## config.mk

```make
export PLATFORM = sky130hd
export DESIGN_NAME = dcache_controller
export DESIGN_NICKNAME = d
export VERILOG_FILES = /design/src/cache_cfg_pkg.sv /design/src/cache_ctrl_pkg.sv /design/src/dcache_controller.sv
export SDC_FILE = /design/constraint.sdc
export NUM_CORES = 2
export LEC_CHECK = 0
export BUFFER_PORTS_ARGS = -buffer_cell sky130_fd_sc_hd__buf_2
export CORE_AREA = 2 2 574 576
export DETAILED_ROUTE_END_ITERATION = 6
export DIE_AREA = 0 0 576 578
export GPL_TIMING_DRIVEN = 0
export SKIP_CTS_REPAIR_TIMING = 1
export SLEW_MARGIN = 0
export SYNTH_ARGS = -nofsm -noshare
export SYNTH_HDL_FRONTEND = slang
export SYNTH_SLANG_ARGS = --single-unit
export TNS_END_PERCENT = 10
```

## constraint.sdc

```tcl
create_clock -name clk -period 7.1 [get_ports clk]
set_input_delay 0.355 -clock clk [delete_from_list [all_inputs] [get_ports clk]]
set_output_delay 0.355 -clock clk [all_outputs]
set_load 0.05 [all_outputs]
```

## src/cache_cfg_pkg.sv

```systemverilog
`default_nettype none

// Geometry shared by all cache RTL
// Index and tag widths depend on N_SETS and are derived per module
package cache_cfg_pkg;

    // ==================================================================
    // Processor word
    // ==================================================================
    localparam int ADDR_W     = 32;             // Byte address
    localparam int DATA_W     = 32;             // Processor word
    localparam int BE_W       = DATA_W / 8;     // One enable per byte

    // ==================================================================
    // Cache line
    // ==================================================================
    localparam int WORDS_PER_LINE = 8;
    localparam int LINE_W         = WORDS_PER_LINE * DATA_W;  // 256 bits
    localparam int BYTE_OFF_W     = 2;          // Byte inside a word
    localparam int WORD_OFF_W     = 3;          // Word inside a line

endpackage

`default_nettype wire

```

## src/cache_ctrl_pkg.sv

```systemverilog
`default_nettype none

// Controller encodings
package cache_ctrl_pkg;

    // Blocking miss sequence, write-back first when the victim is dirty
    typedef enum logic [2:0] {
        IDLE,           // Wait for strobe
        LOOKUP,         // Tag compare on way outputs
        WRITE_BACK,     // Dirty victim out to memory
        WB_DONE,        // One idle cycle between bursts
        REFILL,         // Line fetch
        REFILL_DONE     // Merge and write the victim way
    } cache_state_e;

    // Matches the encoding of p_rw_i
    typedef enum logic {
        OP_READ  = 1'b0,
        OP_WRITE = 1'b1
    } req_op_e;

endpackage

`default_nettype wire

```

## src/dcache_controller.sv

```systemverilog
`default_nettype none

module dcache_controller #(
    parameter int N_WAYS = 4,
    parameter int N_SETS = 16,
    localparam int IDX_W = $clog2(N_SETS),
    localparam int WAY_W = $clog2(N_WAYS),
    localparam int OFF_W = cache_cfg_pkg::WORD_OFF_W + cache_cfg_pkg::BYTE_OFF_W,
    localparam int TAG_W = cache_cfg_pkg::ADDR_W - IDX_W - OFF_W
) (
    input  wire                                clk,
    input  wire                                rst,
    input  wire                                p_strobe_i,
    input  wire                                p_rw_i,
    input  wire  [cache_cfg_pkg::BE_W-1:0]     p_be_i,
    input  wire  [cache_cfg_pkg::ADDR_W-1:0]   p_addr_i,
    input  wire  [cache_cfg_pkg::DATA_W-1:0]   p_wdata_i,
    input  wire  [cache_cfg_pkg::LINE_W-1:0]   m_rdata_i,
    input  wire                                m_ready_i,
    input  wire                                hit_i,
    input  wire  [N_WAYS-1:0]                  way_hit_i,
    input  wire  [cache_cfg_pkg::LINE_W-1:0]   hit_line_i,
    input  wire  [TAG_W-1:0]                   victim_tag_i,
    input  wire  [cache_cfg_pkg::LINE_W-1:0]   victim_line_i,
    input  wire                                victim_dirty_i,
    output logic [IDX_W-1:0]                   set_index_o,
    output logic [TAG_W-1:0]                   req_tag_o,
    output logic [cache_cfg_pkg::LINE_W-1:0]   wr_line_o,
    output logic                               wr_dirty_o,
    output logic [N_WAYS-1:0]                  way_we_o,
    output logic [WAY_W-1:0]                   victim_way_o,
    output logic [cache_cfg_pkg::DATA_W-1:0]   p_rdata_o,
    output logic                               p_ready_o,
    output logic [cache_cfg_pkg::ADDR_W-1:0]   m_addr_o,
    output logic [cache_cfg_pkg::LINE_W-1:0]   m_wdata_o,
    output logic                               m_strobe_o,
    output logic                               m_rw_o
);

    cache_ctrl_pkg::cache_state_e state, state_nxt;

    // Request latch
    cache_ctrl_pkg::req_op_e            req_op;
    logic [cache_cfg_pkg::BE_W-1:0]     req_be;
    logic [cache_cfg_pkg::ADDR_W-1:0]   req_addr;
    logic [cache_cfg_pkg::DATA_W-1:0]   req_wdata;

    logic [IDX_W-1:0]                   req_index;
    logic [cache_cfg_pkg::WORD_OFF_W-1:0] req_word;
    logic                               req_wr;
    logic [cache_cfg_pkg::LINE_W-1:0]   refill_line;
    logic [WAY_W-1:0]                   fifo_cnt [N_SETS];  // Next victim per set

    // Replace the enabled bytes of one word inside a line
    function automatic logic [cache_cfg_pkg::LINE_W-1:0] merge_line(
        input logic [cache_cfg_pkg::LINE_W-1:0]     line,
        input logic [cache_cfg_pkg::WORD_OFF_W-1:0] word,
        input logic [cache_cfg_pkg::BE_W-1:0]       be,
        input logic [cache_cfg_pkg::DATA_W-1:0]     wdata
    );
        logic [cache_cfg_pkg::LINE_W-1:0] res;
        res = line;
        for (int b = 0; b < cache_cfg_pkg::BE_W; b++)
        begin
            if (be[b])
                res[word * cache_cfg_pkg::DATA_W + b * 8 +: 8] = wdata[b * 8 +: 8];
        end
        return res;
    endfunction

    // ==================================================================
    // Request latch and field split
    // ==================================================================
    always_ff @(posedge clk)
    begin
        if (state == cache_ctrl_pkg::IDLE && p_strobe_i)
        begin
            req_op    <= cache_ctrl_pkg::req_op_e'(p_rw_i);
            req_be    <= p_be_i;
            req_addr  <= p_addr_i;
            req_wdata <= p_wdata_i;
        end
    end

    assign req_wr    = (req_op == cache_ctrl_pkg::OP_WRITE);
    assign req_word  = req_addr[cache_cfg_pkg::BYTE_OFF_W +: cache_cfg_pkg::WORD_OFF_W];
    assign req_index = req_addr[OFF_W +: IDX_W];
    assign req_tag_o = req_addr[cache_cfg_pkg::ADDR_W-1 -: TAG_W];

    // Ways read one cycle early so LOOKUP sees the new set
    assign set_index_o  = (state == cache_ctrl_pkg::IDLE && p_strobe_i) ?
                          p_addr_i[OFF_W +: IDX_W] : req_index;
    assign victim_way_o = fifo_cnt[req_index];

    // ==================================================================
    // FSM
    // ==================================================================
    always_ff @(posedge clk)
    begin
        if (rst)
            state <= cache_ctrl_pkg::IDLE;
        else
            state <= state_nxt;
    end

    always_comb
    begin
        state_nxt = state;     // Hold by default
        case (state)
            cache_ctrl_pkg::IDLE:
                if (p_strobe_i)
                    state_nxt = cache_ctrl_pkg::LOOKUP;
            cache_ctrl_pkg::LOOKUP:
                if (hit_i)
                    state_nxt = cache_ctrl_pkg::IDLE;
                else if (victim_dirty_i)
                    state_nxt = cache_ctrl_pkg::WRITE_BACK;
                else
                    state_nxt = cache_ctrl_pkg::REFILL;
            cache_ctrl_pkg::WRITE_BACK:
                if (m_ready_i)
                    state_nxt = cache_ctrl_pkg::WB_DONE;
            cache_ctrl_pkg::WB_DONE:
                state_nxt = cache_ctrl_pkg::REFILL;
            cache_ctrl_pkg::REFILL:
                if (m_ready_i)
                    state_nxt = cache_ctrl_pkg::REFILL_DONE;
            cache_ctrl_pkg::REFILL_DONE:
                state_nxt = cache_ctrl_pkg::IDLE;
            default:
                state_nxt = cache_ctrl_pkg::IDLE;
        endcase
    end

    // FIFO victim pointers, one step per refill
    always_ff @(posedge clk)
    begin
        if (rst)
        begin
            for (int s = 0; s < N_SETS; s++)
                fifo_cnt[s] <= '0;
        end
        else if (state == cache_ctrl_pkg::REFILL_DONE)
            fifo_cnt[req_index] <= fifo_cnt[req_index] + 1'b1;
    end

    // ==================================================================
    // Way write data
    // ==================================================================
    always_ff @(posedge clk)
    begin
        if (state == cache_ctrl_pkg::REFILL && m_ready_i)
            refill_line <= m_rdata_i;                   // Memory line capture
        if (state == cache_ctrl_pkg::LOOKUP && hit_i)
        begin
            wr_line_o  <= merge_line(hit_line_i, req_word, req_be, req_wdata);
            wr_dirty_o <= 1'b1;                         // Only written on a write hit
        end
        else if (state == cache_ctrl_pkg::REFILL_DONE)
        begin
            wr_line_o  <= req_wr ? merge_line(refill_line, req_word, req_be, req_wdata)
                                 : refill_line;
            wr_dirty_o <= req_wr;                       // Write-allocate marks dirty
        end
    end

    // ==================================================================
    // Processor and memory outputs
    // ==================================================================
    always_ff @(posedge clk)
    begin
        if (rst)
        begin
            p_ready_o  <= 1'b0;
            p_rdata_o  <= '0;
            way_we_o   <= '0;
            m_strobe_o <= 1'b0;
            m_rw_o     <= 1'b0;
            m_addr_o   <= '0;
            m_wdata_o  <= '0;
        end
        else
        begin
            p_ready_o <= 1'b0;      // Pulses
            p_rdata_o <= '0;
            way_we_o  <= '0;
            case (state)
                cache_ctrl_pkg::LOOKUP:
                    if (hit_i)
                    begin
                        p_ready_o <= 1'b1;
                        if (req_wr)
                            way_we_o <= way_hit_i;
                        else
                            p_rdata_o <= hit_line_i[req_word * cache_cfg_pkg::DATA_W +:
                                                    cache_cfg_pkg::DATA_W];
                    end
                    else
                    begin
                        m_strobe_o <= 1'b1;
                        m_rw_o     <= victim_dirty_i;
                        m_addr_o   <= victim_dirty_i ? {victim_tag_i, req_index, OFF_W'(0)}
                                                     : {req_addr[cache_cfg_pkg::ADDR_W-1:OFF_W],
                                                        OFF_W'(0)};
                        m_wdata_o  <= victim_dirty_i ? victim_line_i : '0;
                    end
                cache_ctrl_pkg::WRITE_BACK, cache_ctrl_pkg::REFILL:
                    if (m_ready_i)
                    begin
                        m_strobe_o <= 1'b0;     // Drops the cycle after ready
                        m_rw_o     <= 1'b0;
                        m_addr_o   <= '0;
                        m_wdata_o  <= '0;
                    end
                cache_ctrl_pkg::WB_DONE:
                begin
                    m_strobe_o <= 1'b1;         // Refill of the request line
                    m_addr_o   <= {req_addr[cache_cfg_pkg::ADDR_W-1:OFF_W], OFF_W'(0)};
                end
                cache_ctrl_pkg::REFILL_DONE:
                begin
                    p_ready_o              <= 1'b1;
                    way_we_o[victim_way_o] <= 1'b1;
                    if (!req_wr)
                        p_rdata_o <= refill_line[req_word * cache_cfg_pkg::DATA_W +:
                                                 cache_cfg_pkg::DATA_W];
                end
                default:
                begin
                end
            endcase
        end
    end

endmodule

`default_nettype wire

```

==> impl_metrics.env <==
export IMPL_crit_required_ns=7.65
export IMPL_synth_common_cells="edfxtp_1 (611), nor2_1 (336), dfxtp_1 (330)"
export IMPL_wl_per_cell_um=40.4
export IMPL_final_setup_worst_slack_ns=1.36
export IMPL_n_fill_cell=35600
export IMPL_drt_wl_total_mm=409
export IMPL_grt_start_max_net_pins=70
export IMPL_fin_setup_tns_ns=0
export IMPL_crit_end="wr_line_o[25]$_DFFE_PN_"
export IMPL_skew_ns=0.0941
export IMPL_dieArea_um2=333000
export IMPL_coreArea_um2=326000
export IMPL_yosysMostFrequentCell="edfxtp_1"
export IMPL_rr_worst_depth=10
export IMPL_hp_class="primary input to flip-flop"
export IMPL_finalHoldViolations=1
export IMPL_finalCriticalPeriod_ns=5.74
export IMPL_drive_above_1_share=0.375
export IMPL_p_per_area_nw_per_um2=242
export IMPL_overflow=0
export IMPL_vias=44400
export IMPL_cts_sinks=941
export IMPL_grt_usage=0.232
export IMPL_place_congestion=0.997
export IMPL_drc=7
export IMPL_start_util=0.128
export IMPL_grt_pass1_vias=39200
export IMPL_startpoint="req_addr[2]$_DFFE_PP_"
export IMPL_rr_endpoint="wr_line_o[25]$_DFFE_PN_"
export IMPL_drtAntennaViolNets=0
export IMPL_synth_top_area_frac=0.440
export IMPL_total_leakage_power_nw=26.1
export IMPL_dpl_hpwl_mm=336
export IMPL_seq_area_frac_synth=0.598
export IMPL_cts_buffers=124
export IMPL_fp_dieW_um=576
export IMPL_critPathKind="flip-flop to flip-flop"
export IMPL_outcome="complete, but fails checks"
export IMPL_setup_violations_final=0
export IMPL_seqCellArea_um2=25000
export IMPL_area_growth_pct=58.6
export IMPL_max_clock_freq_ghz=0.174
export IMPL_synthCells=3288
export IMPL_num_rows=210
export IMPL_fin_crit_sh=0.809
export IMPL_grt_pass1_wl_mm=484
export IMPL_synth_cell_types=90
export IMPL_place_ws_ns=1.32
export IMPL_r2r_slack_ns=1.36
export IMPL_cts_htree_levels=3
export IMPL_maxSlewViolCount=22
export IMPL_portBuffers=1475
export IMPL_cts_root_buf="clkbuf_16"
export IMPL_rsz0062_at_grt="no"
export IMPL_slew_headroom=-0.0329
export IMPL_multi_input_area_um2=15000
export IMPL_worstPathArrival_ns=6.29
export IMPL_insertion_delay_ns=0.88
export IMPL_ys_ff_latch=941
export IMPL_tightest_slew_ns=1.55
export IMPL_r2r_start="req_addr[2]$_DFFE_PP_"
export IMPL_max_cap_violations=2
export IMPL_ir_worst_vdd_mv=0.194
export IMPL_end_kind="flip-flop"
export IMPL_ys_flop_type="edfxtp_1"
export IMPL_die_h_um=578
export IMPL_io_pins=1483
export IMPL_nNetsFinal=6451
export IMPL_cts_tree="yes"
export IMPL_cts_buffer_depth=4
export IMPL_holdWs_ns=-0.00393
export IMPL_avgSynthCellArea_um2=12.7
export IMPL_yosys_warnings=0
export IMPL_yosys_top_cells_area="edfxtp_1 (44%), dfxtp_1 (16%), mux4_2 (6.7%), a22o_1 (5.9%), nor2_1 (3.0%)"
export IMPL_synth_edf_count=611
export IMPL_drt_initial_drc_count=5287
export IMPL_path_clk_slew_ns=0.07
export IMPL_drt_pass1_iterations=7
export IMPL_cp_start_kind="flip-flop"
export IMPL_cp_max_fo=11
export IMPL_violations="DRC, hold timing, capacitance limit, slew limit"
export IMPL_antenna_found_initial=196
export IMPL_postSynth_asyncResetShare=0
export IMPL_synth_area_um2=41700
export IMPL_via_per_inst=4.39
export IMPL_synth_top_area_cell="edfxtp_1"
-- worst max-delay path, cell delays in order, from the launching register on --
cell      delay, ns
edfxtp_1       0.42
buf_4          0.27
buf_6          0.25
buf_6          0.24
inv_1          0.19
ha_1           0.98
clkbuf_1       0.83
nand4b_1       0.68
nand2_1        0.61
nor2_1         0.08
nor3_1         0.70
-- state kept, by name, indices dropped and copies added (netlist names), 4 cells and up, named ones only --
| name | count |
|---|---|
| fifo_cnt | 32 |
| req_addr | 30 |
| req_be | 4 |
| m_wdata_o | 256 |
| way_we_o | 4 |
| refill_line | 256 |
| req_wdata | 32 |
| m_addr_o | 27 |
| wr_line_o | 256 |
| p_rdata_o | 32 |
-- report_power, final --
| part | switching (mW) | total (mW) | leakage [nW] | internal, mW |
|---|---|---|---|---|
| clock | 2.84 | 6.75 | 2.07 | 3.91 |
| sequential | 0.150 | 6.18 | 8.29 | 6.03 |
| combinational | 2.16 | 3.08 | 15.8 | 0.918 |
-- worst min path at each step --
| stage | end | start | depth (start not counted) |
|---|---|---|---|
| after global routing | wr_line_o[230]$_DFFE_PN_ | hit_line_i[230] | 3 |
| after CTS | refill_line[0]$_DFFE_PP_ | m_rdata_i[0] | 1 |
| after floorplan | refill_line[0]$_DFFE_PP_ | m_rdata_i[0] | 0 |
| after global placement | m_addr_o[6]$_SDFFE_PP0P_ | m_addr_o[6]$_SDFFE_PP0P_ | 2 |
| after detailed placement | m_addr_o[6]$_SDFFE_PP0P_ | m_addr_o[6]$_SDFFE_PP0P_ | 2 |
| final | wr_line_o[47]$_DFFE_PN_ | hit_line_i[47] | 3 |
-- placed cells by master (no fill, tap or decap), drive strengths merged, types with 16 or more instances in the layout --
| cell | count |
|---|---|
| a211oi | 126 |
| nand3 | 56 |
| dfxtp | 330 |
| buf | 1708 |
| edfxtp | 611 |
| diode | 104 |
| and3 | 53 |
| a221oi | 31 |
| nor2 | 341 |
| dlygate4sd3 | 650 |
| a31oi | 24 |
| inv | 66 |
| clkbuf | 245 |
| a311oi | 20 |
| a221o | 37 |
| a22oi | 21 |
| nand3b | 56 |
| nand2 | 95 |
| mux2 | 19 |
| nor3 | 165 |
| o22ai | 52 |
| a32oi | 20 |
| nor2b | 28 |
| mux4 | 125 |
| nand2b | 16 |
| clkinv | 35 |
| mux2i | 36 |
| o21ai | 28 |
| a21oi | 235 |
| a22o | 283 |
-- layer usage --
metal | track usage | vias to the layer above | wire [µm]
li1 | - | 17700 | -
met1 | 0.256 | 21800 | 146000
met2 | 0.385 | 3811 | 193000
met3 | 0.0714 | 1060 | 39300
met4 | 0.150 | 46 | 29700
met5 | 0 | - | 322
-- through the flow --
stage           util  cells  area, µm²  hold slack (ns)  total power, mW
5_1_grt        0.202  10100      66000          -0.0117             16.4
6_report       0.203  10100      66200         -0.00393             16.0
2_1_floorplan      -   3292      41700            0.454             7.45
3_3_place_gp   0.167   9113      54600            0.443             8.99
4_1_cts        0.182   9366      59400           -0.456             15.8
3_5_place_dp   0.169   9137      55100            0.447             8.99
-- cell families (layout without fill, tap and decap cells) --
group | count (synthesis) | after routing | share of synthesized area
compound gates | 926 | 926 | 0.167
simple gates | 880 | 880 | 0.107
buf+inv | 350 | 2732 | 0.0433
fa+ha+maj | 10 | 10 | 0.00300
mux | 180 | 180 | 0.0812
other cells | 1 | 109 | 0.0000899
flops | 941 | 941 | 0.598
-- area by class of cell --
class,count,share of cell area
sequential,941,0.377
multi-input combinational,2001,0.227
timing repair buffer,2153,0.218
tap,4346,0.0822
clock buffer,149,0.0503
buffer,301,0.0250
clock inverter,80,0.0141
antenna,104,0.00393
inverter,49,0.00289
No activity file was read; power rests on OpenSTA's default activity.
