[config.mk]
export PLATFORM = sky130hd
export DESIGN_NAME = dcache_hit_select
export DESIGN_NICKNAME = d
export VERILOG_FILES = /design/src/cache_cfg_pkg.sv /design/src/dcache_hit_select.sv
export SDC_FILE = /design/constraint.sdc
export NUM_CORES = 1
export LEC_CHECK = 0
export BUFFER_PORTS_ARGS = -buffer_cell sky130_fd_sc_hd__buf_4
export CAP_MARGIN = 20
export CORE_AREA = 5 5 636 638
export DETAILED_ROUTE_END_ITERATION = 12
export DIE_AREA = 0 0 641 643
export PLACE_DENSITY = 0.3
export SYNTH_ARGS = -nofsm -noshare
export SYNTH_HDL_FRONTEND = slang
export SYNTH_SLANG_ARGS = --single-unit
[constraint.sdc]
create_clock -name vclk -period 3.1
set_clock_uncertainty 0.05 [all_clocks]
set_input_delay 0.31 -clock vclk [all_inputs]
set_output_delay 0.31 -clock vclk [all_outputs]
set_load 0.03 [all_outputs]
[src/cache_cfg_pkg.sv]
`default_nettype none

// Geometry shared by all cache RTL
// Index and tag widths depend on N_SETS and are derived per module
package cache_cfg_pkg;

    // ==================================================================
    // Processor word
    // ==================================================================
    localparam int ADDR_W     = 32;             // Byte address
    localparam int DATA_W     = 32;             // Processor word
    localparam int BE_W       = DATA_W / 8;     // One enable per byte

    // ==================================================================
    // Cache line
    // ==================================================================
    localparam int WORDS_PER_LINE = 8;
    localparam int LINE_W         = WORDS_PER_LINE * DATA_W;  // 256 bits
    localparam int BYTE_OFF_W     = 2;          // Byte inside a word
    localparam int WORD_OFF_W     = 3;          // Word inside a line

endpackage

`default_nettype wire

[src/dcache_hit_select.sv]
`default_nettype none

// Reduces per-way results to one hit line and one victim
module dcache_hit_select #(
    parameter int N_WAYS = 4,
    parameter int N_SETS = 16,
    localparam int WAY_W = $clog2(N_WAYS),
    localparam int TAG_W = cache_cfg_pkg::ADDR_W - $clog2(N_SETS)
                           - cache_cfg_pkg::WORD_OFF_W - cache_cfg_pkg::BYTE_OFF_W
) (
    input  wire  [N_WAYS-1:0]                              way_hit_i,
    input  wire  [N_WAYS-1:0][TAG_W-1:0]                   way_tag_i,
    input  wire  [N_WAYS-1:0][cache_cfg_pkg::LINE_W-1:0]   way_line_i,
    input  wire  [N_WAYS-1:0]                              way_dirty_i,
    input  wire  [WAY_W-1:0]                               victim_way_i,
    output logic                                           hit_o,
    output logic [cache_cfg_pkg::LINE_W-1:0]               hit_line_o,
    output logic [TAG_W-1:0]                               victim_tag_o,
    output logic [cache_cfg_pkg::LINE_W-1:0]               victim_line_o,
    output logic                                           victim_dirty_o
);

    // ==================================================================
    // Hit path
    // ==================================================================
    assign hit_o = |way_hit_i;

    // Descending scan so the lowest hitting way wins
    always_comb
    begin
        hit_line_o = '0;
        for (int w = N_WAYS - 1; w >= 0; w--)
        begin
            if (way_hit_i[w])
                hit_line_o = way_line_i[w];
        end
    end

    // Victim path, FIFO pointer from the controller
    assign victim_tag_o   = way_tag_i[victim_way_i];
    assign victim_line_o  = way_line_i[victim_way_i];
    assign victim_dirty_o = way_dirty_i[victim_way_i];

endmodule

`default_nettype wire

==> insert_results.sql, run 1 <==
INSERT INTO impl_metrics (metric_group, metric, value, unit) VALUES
('run_status', 'run_status', 'complete, no violations', ''),
('global_routing', 'first_global_vias', '23000', ''),
('critical_path', 'end_kind', 'output pin', ''),
('layout', 'clock_buffer_count', '0', ''),
('critical_path', 'worst-setup-path-type', 'primary input to output pin', ''),
('logic_synthesis', 'synth_simple_gate_area_share', '0.285', '%'),
('floorplan', 'coreArea', '398000', 'µm²'),
('layout', 'layout.area.seq', '0', 'µm²'),
('global_routing', 'grt_overflow_total', '0', ''),
('route', 'postRouteAntennaNets', '0', ''),
('global_routing', 'grt.total_usage', '17.1', '%'),
('logic_synthesis', 'netlist_area', '12300', 'µm²'),
('floorplan', 'floorplan.initialDensity', '3.09', '%'),
('placed_design', 'gpl.final_weighted_congestion', '0.897', ''),
('route', 'drtIter0Drc', '2543', ''),
('logic_synthesis', 'synthTopCellsByArea', 'sky130_fd_sc_hd__mux4_2 (51%), sky130_fd_sc_hd__a22oi_1 (16%), sky130_fd_sc_hd__o22ai_1 (13%), sky130_fd_sc_hd__a21oi_1 (10%), sky130_fd_sc_hd__buf_2 (3.8%)', ''),
('sta', 'worst-slew-pin-transition', '815', 'ps'),
('power', 'total_leakage_power', '11.7', 'nW'),
('route', 'drt-wirelength-per-cell', '45.7', 'µm'),
('power', 'power.ir.vdd_worst', '0.0645', 'mV'),
('clock_tree', 'cts-hold-fix-buffers', '0', ''),
('route', 'finalWirelength', '373000', 'µm'),
('placed_design', 'placed_area', '31500', 'µm²'),
('sta', 'fmaxAchievable', '0.365', 'GHz'),
('floorplan', 'die_y', '643', 'µm'),
('layout', 'finalNetCount', '3935', ''),
('critical_path', 'arrival', '2380', 'ps'),
('route', 'route.detailed.drc', '0', ''),
('logic_synthesis', 'synth-adder-area-share', '0', '%'),
('placed_design', 'number_of_cells_in_the_design_after_placement', '8072', ''),
('route', 'vias_per_cell', '3.07', ''),
('layout', 'utilization', '7.97', '%'),
('logic_synthesis', 'mux_share_of_post_synthesis_cell_area', '51.3', '%'),
('global_routing', 'antenna_found_initial', '533', ''),
('sta', 'final-hold-violation-count', '0', ''),
('layout', 'postLayoutCellArea', '31700', 'µm²'),
('global_routing', 'global_route_wire_length_before_repair', '428000', 'µm'),
('layout', 'layout.filler_cells', '46600', ''),
('sta', 'hold-worst-slack', '949', 'ps'),
('sta', 'setup_slack', '362', 'ps'),
('hold_path', 'hold_class', 'primary input to output pin', ''),
('logic_synthesis', 'yosys.area.top_type', 'sky130_fd_sc_hd__mux4_2', ''),
('sta', 'setup_total_negative_slack', '0', 'ps'),
('route', 'detailedRoute.firstPassIterationCount', '5', ''),
('hold_path', 'hold_depth', '4', ''),
('route', 'via_count', '25100', ''),
('logic_synthesis', 'synth.cells.most_frequent', 'sky130_fd_sc_hd__mux4_2 (280), sky130_fd_sc_hd__a21oi_1 (255), sky130_fd_sc_hd__a22oi_1 (255), sky130_fd_sc_hd__o22ai_1 (255), sky130_fd_sc_hd__buf_2 (93)', ''),
('placed_design', 'detailedPlace.worstSlack', '-11.9', 'ps'),
('power', 'power.density', '222', 'nW/µm²'),
('logic_synthesis', 'synthCells', '1260', ''),
('logic_synthesis', 'synthesis.nets', '2386', ''),
('layout', 'design.seq.count', '0', ''),
('logic_synthesis', 'synth_top_family_by_area', 'multiplexers', ''),
('logic_synthesis', 'synth_sequential_area_ratio', '0', '%'),
('critical_path', 'worstPathMaxFanout', '39', ''),
('power', 'finalPower', '7.04', 'mW'),
('logic_synthesis', 'synth-xor-area-share', '0', '%'),
('sta', 'finalCriticalPeriod', '2740', 'ps'),
('placed_design', 'place.detailed.hpwl', '349000', 'µm'),
('logic_synthesis', 'synthDistinctLibCells', '16', ''),
('sta', 'setup_violations', '0', ''),
('placed_design', 'io_buffer_count', '1663', ''),
('logic_synthesis', 'syn-mean-instance-area', '9.75', 'µm²'),
('sta', 'finalCritPeriodShare', '88.3', '%'),
('sta', 'max-slew-margin-rel', '45.6', '%'),
('critical_path', 'required', '2740', 'ps'),
('floorplan', 'floorplan.io_pins', '1663', ''),
('floorplan', 'die-width', '641', 'µm'),
('logic_synthesis', 'synth-warning-count', '0', ''),
('layout', 'fin_cells', '8167', ''),
('sta', 'setup_repair_after_global_routing_missed_its_margin', 'no', '');
-- layer usage --
| layer | part of all wire [%] | vias to the layer above | global-route usage (%) |
|---|---|---|---|
| li1 | - | 8960 | - |
| met1 | 33 | 12400 | 16.7 |
| met2 | 48 | 2304 | 30.0 |
| met3 | 15 | 1014 | 11.8 |
| met4 | 3.1 | 390 | 3.07 |
| met5 | 0.71 | - | 0 |
-- kinds of logic after synthesis --
family,after synthesis
AO/OA/AOI/OAI,767
multiplexers,280
AND/OR/NAND/NOR,8
buffers and inverters,205
-- what timing repair did --
action | CTS | global route
setup endpoints to repair | 1 | 0
buffers inserted | 0 | 0
resized for setup | 1 | 0
-- layout by cell type, fill, tap and decap left out --
cell and instances:
sky130_fd_sc_hd__o211a_1 1, sky130_fd_sc_hd__diode_2 95, sky130_fd_sc_hd__buf_8 3, sky130_fd_sc_hd__buf_4 1704, sky130_fd_sc_hd__buf_12 43, sky130_fd_sc_hd__nor2_4 1, sky130_fd_sc_hd__a221oi_1 1, sky130_fd_sc_hd__o22ai_1 255
sky130_fd_sc_hd__nor2b_4 1, sky130_fd_sc_hd__a21oi_1 254, sky130_fd_sc_hd__mux4_2 280, sky130_fd_sc_hd__nor2_1 2, sky130_fd_sc_hd__nand2b_4 1, sky130_fd_sc_hd__inv_1 1, sky130_fd_sc_hd__a22oi_1 255, sky130_fd_sc_hd__nand2_1 3
sky130_fd_sc_hd__inv_8 1, sky130_fd_sc_hd__a21oi_2 1
-- where the power goes --
group	internal [mW]	total, mW	leakage, nW	switching (mW)
Sequential	0	0	0	0
Clock	0.00000361	0.00000361	0.000599	0
Combinational	2.82	7.04	11.7	4.21
Total	2.82	7.04	11.7	4.21
-- critical path, cell delays in order --
cell and delay, ps:
sky130_fd_sc_hd__buf_8 180, sky130_fd_sc_hd__nor2b_4 220, sky130_fd_sc_hd__buf_12 170, sky130_fd_sc_hd__buf_12 210, sky130_fd_sc_hd__buf_4 330, sky130_fd_sc_hd__a22oi_1 110
sky130_fd_sc_hd__a21oi_1 370, sky130_fd_sc_hd__buf_4 250
-- final timing paths --
check | startpoint | to | slack, ps
max | way_hit_i[2] | hit_line_o[62] | 360
min | way_hit_i[3] | hit_o | 950
-- area by class of cell --
type,instances,share of cell area [%]
Multi-Input combinational cell,1055,35.2
Tap cell,5265,20.8
Inverter,2,0.0473
Antenna cell,95,0.750
Timing Repair Buffer,1750,43.2
(Power assumes the default switching activity.)
==> inputs of run 2 (changes only) <==
Clock period 3.1 ns to 2.6 ns, I/O delays scaled along.
==> insert_results.sql, run 2 (synthesized netlist as in run 1, its figures left out) <==
INSERT INTO impl_metrics (metric_group, metric, value, unit) VALUES
('run_status', 'run_status', 'complete, no violations', ''),
('global_routing', 'grt_most_used_layer', 'met2', ''),
('global_routing', 'grt_overflow_total', '0', ''),
('layout', 'postLayoutCellArea', '32300', 'µm²'),
('critical_path', 'timing.critical_path.from_type', 'primary input', ''),
('critical_path', 'worst_setup_path_startpoint', 'way_hit_i[0]', ''),
('critical_path', 'slowest_stage', 'sky130_fd_sc_hd__buf_4', ''),
('floorplan', 'fp.dieArea', '412000', 'µm²'),
('placed_design', 'gpl.final_weighted_congestion', '0.929', ''),
('route', 'drt-wirelength-per-cell', '45.8', 'µm'),
('sta', 'finalCritPeriodShare', '96.4', '%'),
('critical_path', 'worst_path_most_repeated_cell', 'sky130_fd_sc_hd__buf_4', ''),
('global_routing', 'gr-usage-met1', '17.6', '%'),
('sta', 'max-slew-margin-rel', '53.9', '%'),
('floorplan', 'die-width', '641', 'µm'),
('route', 'postRouteAntennaNets', '0', ''),
('placed_design', 'detailedPlace.worstSlack', '-137', 'ps'),
('critical_path', 'critical_path.cell_chain', 'buf_4 > nand2b_4 > buf_12 > buf_12 > buf_4 > o22ai_1 > a21oi_1 > buf_4', ''),
('route', 'drtIter0Drc', '2774', ''),
('floorplan', 'coreArea', '398000', 'µm²'),
('sta', 'setup_violations', '0', ''),
('global_routing', 'antenna_found_initial', '505', ''),
('critical_path', 'arrival', '2200', 'ps'),
('placed_design', 'number_of_cells_in_the_design_after_placement', '8134', ''),
('global_routing', 'use_met2', '30.8', '%'),
('layout', 'utilization', '8.12', '%'),
('layout', 'mostFrequentLayoutCell', 'sky130_fd_sc_hd__buf_4', ''),
('sta', 'setup_total_negative_slack', '0', 'ps'),
('placed_design', 'placed_area', '32100', 'µm²'),
('floorplan', 'floorplan.io_pins', '1663', ''),
('floorplan', 'die_y', '643', 'µm'),
('hold_path', 'hold_class', 'primary input to output pin', ''),
('power', 'total_leakage_power', '12.0', 'nW'),
('route', 'route.detailed.drc', '0', ''),
('layout', 'layout.cells.most_common_list', 'sky130_fd_sc_hd__buf_4 (1756), sky130_fd_sc_hd__mux4_2 (280), sky130_fd_sc_hd__a22oi_1 (255), sky130_fd_sc_hd__o22ai_1 (255), sky130_fd_sc_hd__a21oi_1 (253)', ''),
('placed_design', 'place.detailed.hpwl', '355000', 'µm'),
('layout', 'layout.area.seq', '0', 'µm²'),
('global_routing', 'global_route_wire_length_before_repair', '434000', 'µm'),
('layout', 'areaGrowthSynthToFinish', '163', '%'),
('sta', 'finalCriticalPeriod', '2510', 'ps'),
('power', 'power.ir.vdd_worst', '0.105', 'mV'),
('sta', 'setup_slack', '92.7', 'ps'),
('layout', 'fin_cells', '8237', ''),
('floorplan', 'placement_rows', '232', ''),
('layout', 'design.seq.count', '0', ''),
('layout', 'clock_buffer_count', '0', ''),
('sta', 'hold-worst-slack', '816', 'ps'),
('global_routing', 'grt.met3_usage', '10.9', '%'),
('hold_path', 'hp-start', 'way_hit_i[3]', ''),
('route', 'detailedRoute.firstPassIterationCount', '6', ''),
('floorplan', 'floorplan.initialDensity', '3.09', '%'),
('route', 'vias_per_cell', '3.08', ''),
('sta', 'report.final.slew_viol_count', '0', ''),
('sta', 'worst-slew-pin-transition', '691', 'ps'),
('critical_path', 'worstPathMaxFanout', '43', ''),
('hold_path', 'hold_depth', '4', ''),
('sta', 'fmaxAchievable', '0.399', 'GHz'),
('run', 'max_cap_violations', '0', ''),
('placed_design', 'io_buffer_count', '1663', ''),
('global_routing', 'grt_max_degree', '63', ''),
('critical_path', 'cp_slowest_stage_delay', '310', 'ps'),
('global_routing', 'first_global_vias', '23300', ''),
('critical_path', 'worst-setup-path-type', 'primary input to output pin', ''),
('layout', 'finalNetCount', '3997', ''),
('route', 'via_count', '25400', ''),
('clock_tree', 'postCtsSetupBuffers', '0', ''),
('global_routing', 'grt.total_usage', '17.4', '%'),
('power', 'finalPower', '8.60', 'mW'),
('layout', 'final_layout_size_suffix_gt1_share', '73.1', '%'),
('critical_path', 'end_kind', 'output pin', ''),
('route', 'finalWirelength', '378000', 'µm'),
('hold_path', 'min_delay_worst_endpoint', 'hit_o', ''),
('power', 'power.density', '266', 'nW/µm²'),
('sta', 'setup_repair_after_global_routing_missed_its_margin', 'no', ''),
('sta', 'final-hold-violation-count', '0', ''),
('critical_path', 'required', '2290', 'ps');
## run 2: cell types whose count changed in the layout (fill, tap and decap cells not counted), sizes merged
cell,before,now
buf,1750,1812
diode,95,103
## run 2: power breakdown
part / internal, mW / switching (mW)
Sequential: 0 / 0
Clock: 0.00000538 / 0
Combinational: 3.45 / 5.15
## run 2: worst max path at each step
stage	cells past startpoint	slack (ps)	end
global route	7	60	hit_line_o[6]
finish	8	90	hit_line_o[97]
detailed placement	7	-140	hit_line_o[20]
global placement	7	-160	hit_line_o[4]
CTS	7	60	hit_line_o[6]
floorplan	4	750	hit_line_o[253]
## run 2: cell type report
type / instances / area (µm²)
antenna: 103 / 258
multi-input combinational: 1055 / 11200
tap: 5265 / 6590
fill: 46600 / 366000
inverter: 2 / 15.0
timing repair buffer: 1812 / 14300
## run 2: what timing repair did
item / in CTS / in global routing
gates resized for setup: 2 / 0
hold endpoints to repair: 0 / 0
endpoints found under the setup margin: 2 / 0
hold buffers: 0 / 0
## run 2: layer usage
layer	routed length, µm	share of wire (%)
met2	183000	48
met3	53100	14
met4	10900	2.9
met5	2410	0.64
met1	128000	34
## run 2: worst max-delay path: cells and delay by family
family          cells  cell delay [ps]
buf+inv             5             1110
compound gates      2              380
simple gates        1              240
==> inputs of run 3 (changes only) <==
Settings changed: GPL_ROUTABILITY_DRIVEN from default to 0, SETUP_SLACK_MARGIN from default to 0.5.
==> insert_results.sql, run 3 (synthesized netlist as in run 1, its figures left out) <==
INSERT INTO impl_metrics (metric_group, metric, value, unit) VALUES
('global_routing', 'first_global_vias', '23600', ''),
('global_routing', 'antenna_found_initial', '544', ''),
('sta', 'worst-slew-pin-transition', '702', 'ps'),
('floorplan', 'fp.dieArea', '412000', 'µm²'),
('layout', 'utilization', '8.33', '%'),
('floorplan', 'floorplan.io_pins', '1663', ''),
('critical_path', 'end_kind', 'output pin', ''),
('run_status', 'run_status', 'complete, no violations', ''),
('floorplan', 'coreArea', '398000', 'µm²'),
('floorplan', 'die_y', '643', 'µm'),
('route', 'drtIter0Drc', '2934', ''),
('route', 'drt-wirelength-per-cell', '45.9', 'µm'),
('sta', 'max-slew-margin-rel', '53.2', '%'),
('power', 'total_leakage_power', '12.3', 'nW'),
('floorplan', 'die-width', '641', 'µm'),
('critical_path', 'timing.critical_path.from_type', 'primary input', ''),
('sta', 'report.final.slew_viol_count', '0', ''),
('layout', 'mostFrequentLayoutCell', 'sky130_fd_sc_hd__buf_4', ''),
('global_routing', 'grt_max_degree', '69', ''),
('global_routing', 'grt_overflow_total', '0', ''),
('route', 'vias_per_cell', '3.13', ''),
('route', 'postRouteAntennaNets', '0', ''),
('route', 'finalWirelength', '379000', 'µm'),
('critical_path', 'arrival', '1860', 'ps'),
('placed_design', 'io_buffer_count', '1663', ''),
('sta', 'finalCritPeriodShare', '83.5', '%'),
('sta', 'finalCriticalPeriod', '2170', 'ps'),
('sta', 'final-hold-violation-count', '0', ''),
('critical_path', 'required', '2290', 'ps'),
('global_routing', 'global_route_wire_length_before_repair', '434000', 'µm'),
('critical_path', 'cpLargestDelayFamily', 'buffers and inverters', ''),
('hold_path', 'hp-start', 'way_hit_i[3]', ''),
('sta', 'setup_total_negative_slack', '0', 'ps'),
('power', 'power.density', '263', 'nW/µm²'),
('placed_design', 'place.detailed.hpwl', '350000', 'µm'),
('route', 'detailedRoute.firstPassIterationCount', '6', ''),
('critical_path', 'slowest_stage', 'sky130_fd_sc_hd__a21oi_1', ''),
('sta', 'fmaxAchievable', '0.461', 'GHz'),
('critical_path', 'worstPathMaxFanout', '10', ''),
('layout', 'design.seq.count', '0', ''),
('hold_path', 'hold_depth', '4', ''),
('global_routing', 'grt.total_usage', '17.4', '%'),
('layout', 'finalNetCount', '4002', ''),
('power', 'power.ir.vdd_worst', '0.0924', 'mV'),
('hold_path', 'hold_class', 'primary input to output pin', ''),
('layout', 'final_layout_size_suffix_gt1_share', '74.5', '%'),
('sta', 'setup_violations', '0', ''),
('floorplan', 'floorplan.initialDensity', '3.09', '%'),
('power', 'finalPower', '8.72', 'mW'),
('sta', 'setup_repair_after_global_routing_missed_its_margin', 'yes', ''),
('critical_path', 'critical_path.cell_chain', 'buf_8 > nor2b_4 > buf_12 > buf_12 > buf_4 > a22oi_1 > a21oi_1 > buf_4', ''),
('layout', 'clock_buffer_count', '0', ''),
('run', 'max_cap_violations', '0', ''),
('critical_path', 'crit_buf_inv', '5', ''),
('placed_design', 'number_of_cells_in_the_design_after_placement', '8101', ''),
('critical_path', 'worst-setup-path-type', 'primary input to output pin', ''),
('route', 'route.detailed.drc', '0', ''),
('route', 'via_count', '25900', ''),
('layout', 'areaGrowthSynthToFinish', '170', '%'),
('floorplan', 'placement_rows', '232', ''),
('critical_path', 'cp_slowest_stage_delay', '270', 'ps'),
('layout', 'fin_cells', '8273', ''),
('layout', 'layout.cells.most_common_list', 'sky130_fd_sc_hd__buf_4 (1725), sky130_fd_sc_hd__mux4_2 (280), sky130_fd_sc_hd__a22oi_1 (255), sky130_fd_sc_hd__o22ai_1 (255), sky130_fd_sc_hd__a21oi_1 (215)', ''),
('layout', 'layout.area.seq', '0', 'µm²'),
('hold_path', 'min_delay_worst_endpoint', 'hit_o', '');
==> run 3: cell types whose count changed in the layout (fill, tap and decap cells not counted), moves of 16 or more <==
cell / previous run / this run
sky130_fd_sc_hd__a21oi_2: 2 / 31
sky130_fd_sc_hd__a21oi_1: 253 / 215
sky130_fd_sc_hd__diode_2: 103 / 134
sky130_fd_sc_hd__buf_12: 53 / 37
sky130_fd_sc_hd__buf_6: 0 / 21
sky130_fd_sc_hd__buf_16: 0 / 22
sky130_fd_sc_hd__buf_4: 1756 / 1725
==> run 3: tightest hold or removal path, delay by kind of cell <==
family                 cells  cell delay (ps)
AND/OR/NAND/NOR            2              100
buffers and inverters      2              250
==> run 3: what timing repair did <==
action / 4_1_cts / 5_1_grt
hold buffers: 0 / 0
endpoints found under the setup margin: 278 / 95
setup buffers: 23 / 1
pin swaps: 15 / 4
cloned: 11 / 3
resized for setup: 76 / 24
==> run 3: per-stage QoR <==
step / area (µm²) / setup WS, ps / hold slack, ps
floorplan: 12300 / 751 / 662
global placement: 31700 / -486 / 829
finish: 33200 / 430 / 830
detailed placement: 31700 / -302 / 827
CTS: 32700 / 403 / 828
global route: 33000 / 434 / 865
==> run 3: routing by layer <==
layer / up-vias / track usage [%] / part of all wire (%)
met1: 12700 / 16.5 / 32
met3: 1080 / 12.7 / 17
met4: 384 / 4.12 / 4.3
met2: 2574 / 29.9 / 47
met5: - / 0 / 0.67
li1: 9160 / - / -
==> run 3: final cells by class <==
| class | count | area (µm²) |
|---|---|---|
| fillers | 46600 | 365000 |
| multi-input cells | 1055 | 11400 |
| well taps | 5265 | 6590 |
| inverters | 2 | 20.0 |
| diodes | 134 | 335 |
| repair buffers | 1817 | 14800 |
==> run 3: report_power, final <==
group / internal, mW / total [mW] / switching [mW]
combinational: 3.56 / 8.72 / 5.16
clock: 0.00000685 / 0.00000685 / 0
sequential: 0 / 0 / 0
==> run 3: worst max-delay path by stage <==
stage / end / cells after the start / start
after CTS: hit_line_o[189] / 7 / way_hit_i[3]
final: hit_line_o[80] / 8 / way_hit_i[2]
after global routing: hit_line_o[20] / 8 / way_hit_i[3]
after detailed placement: hit_line_o[189] / 7 / way_hit_i[3]
after floorplan: hit_line_o[253] / 4 / way_hit_i[2]
after global placement: hit_line_o[20] / 7 / way_hit_i[2]
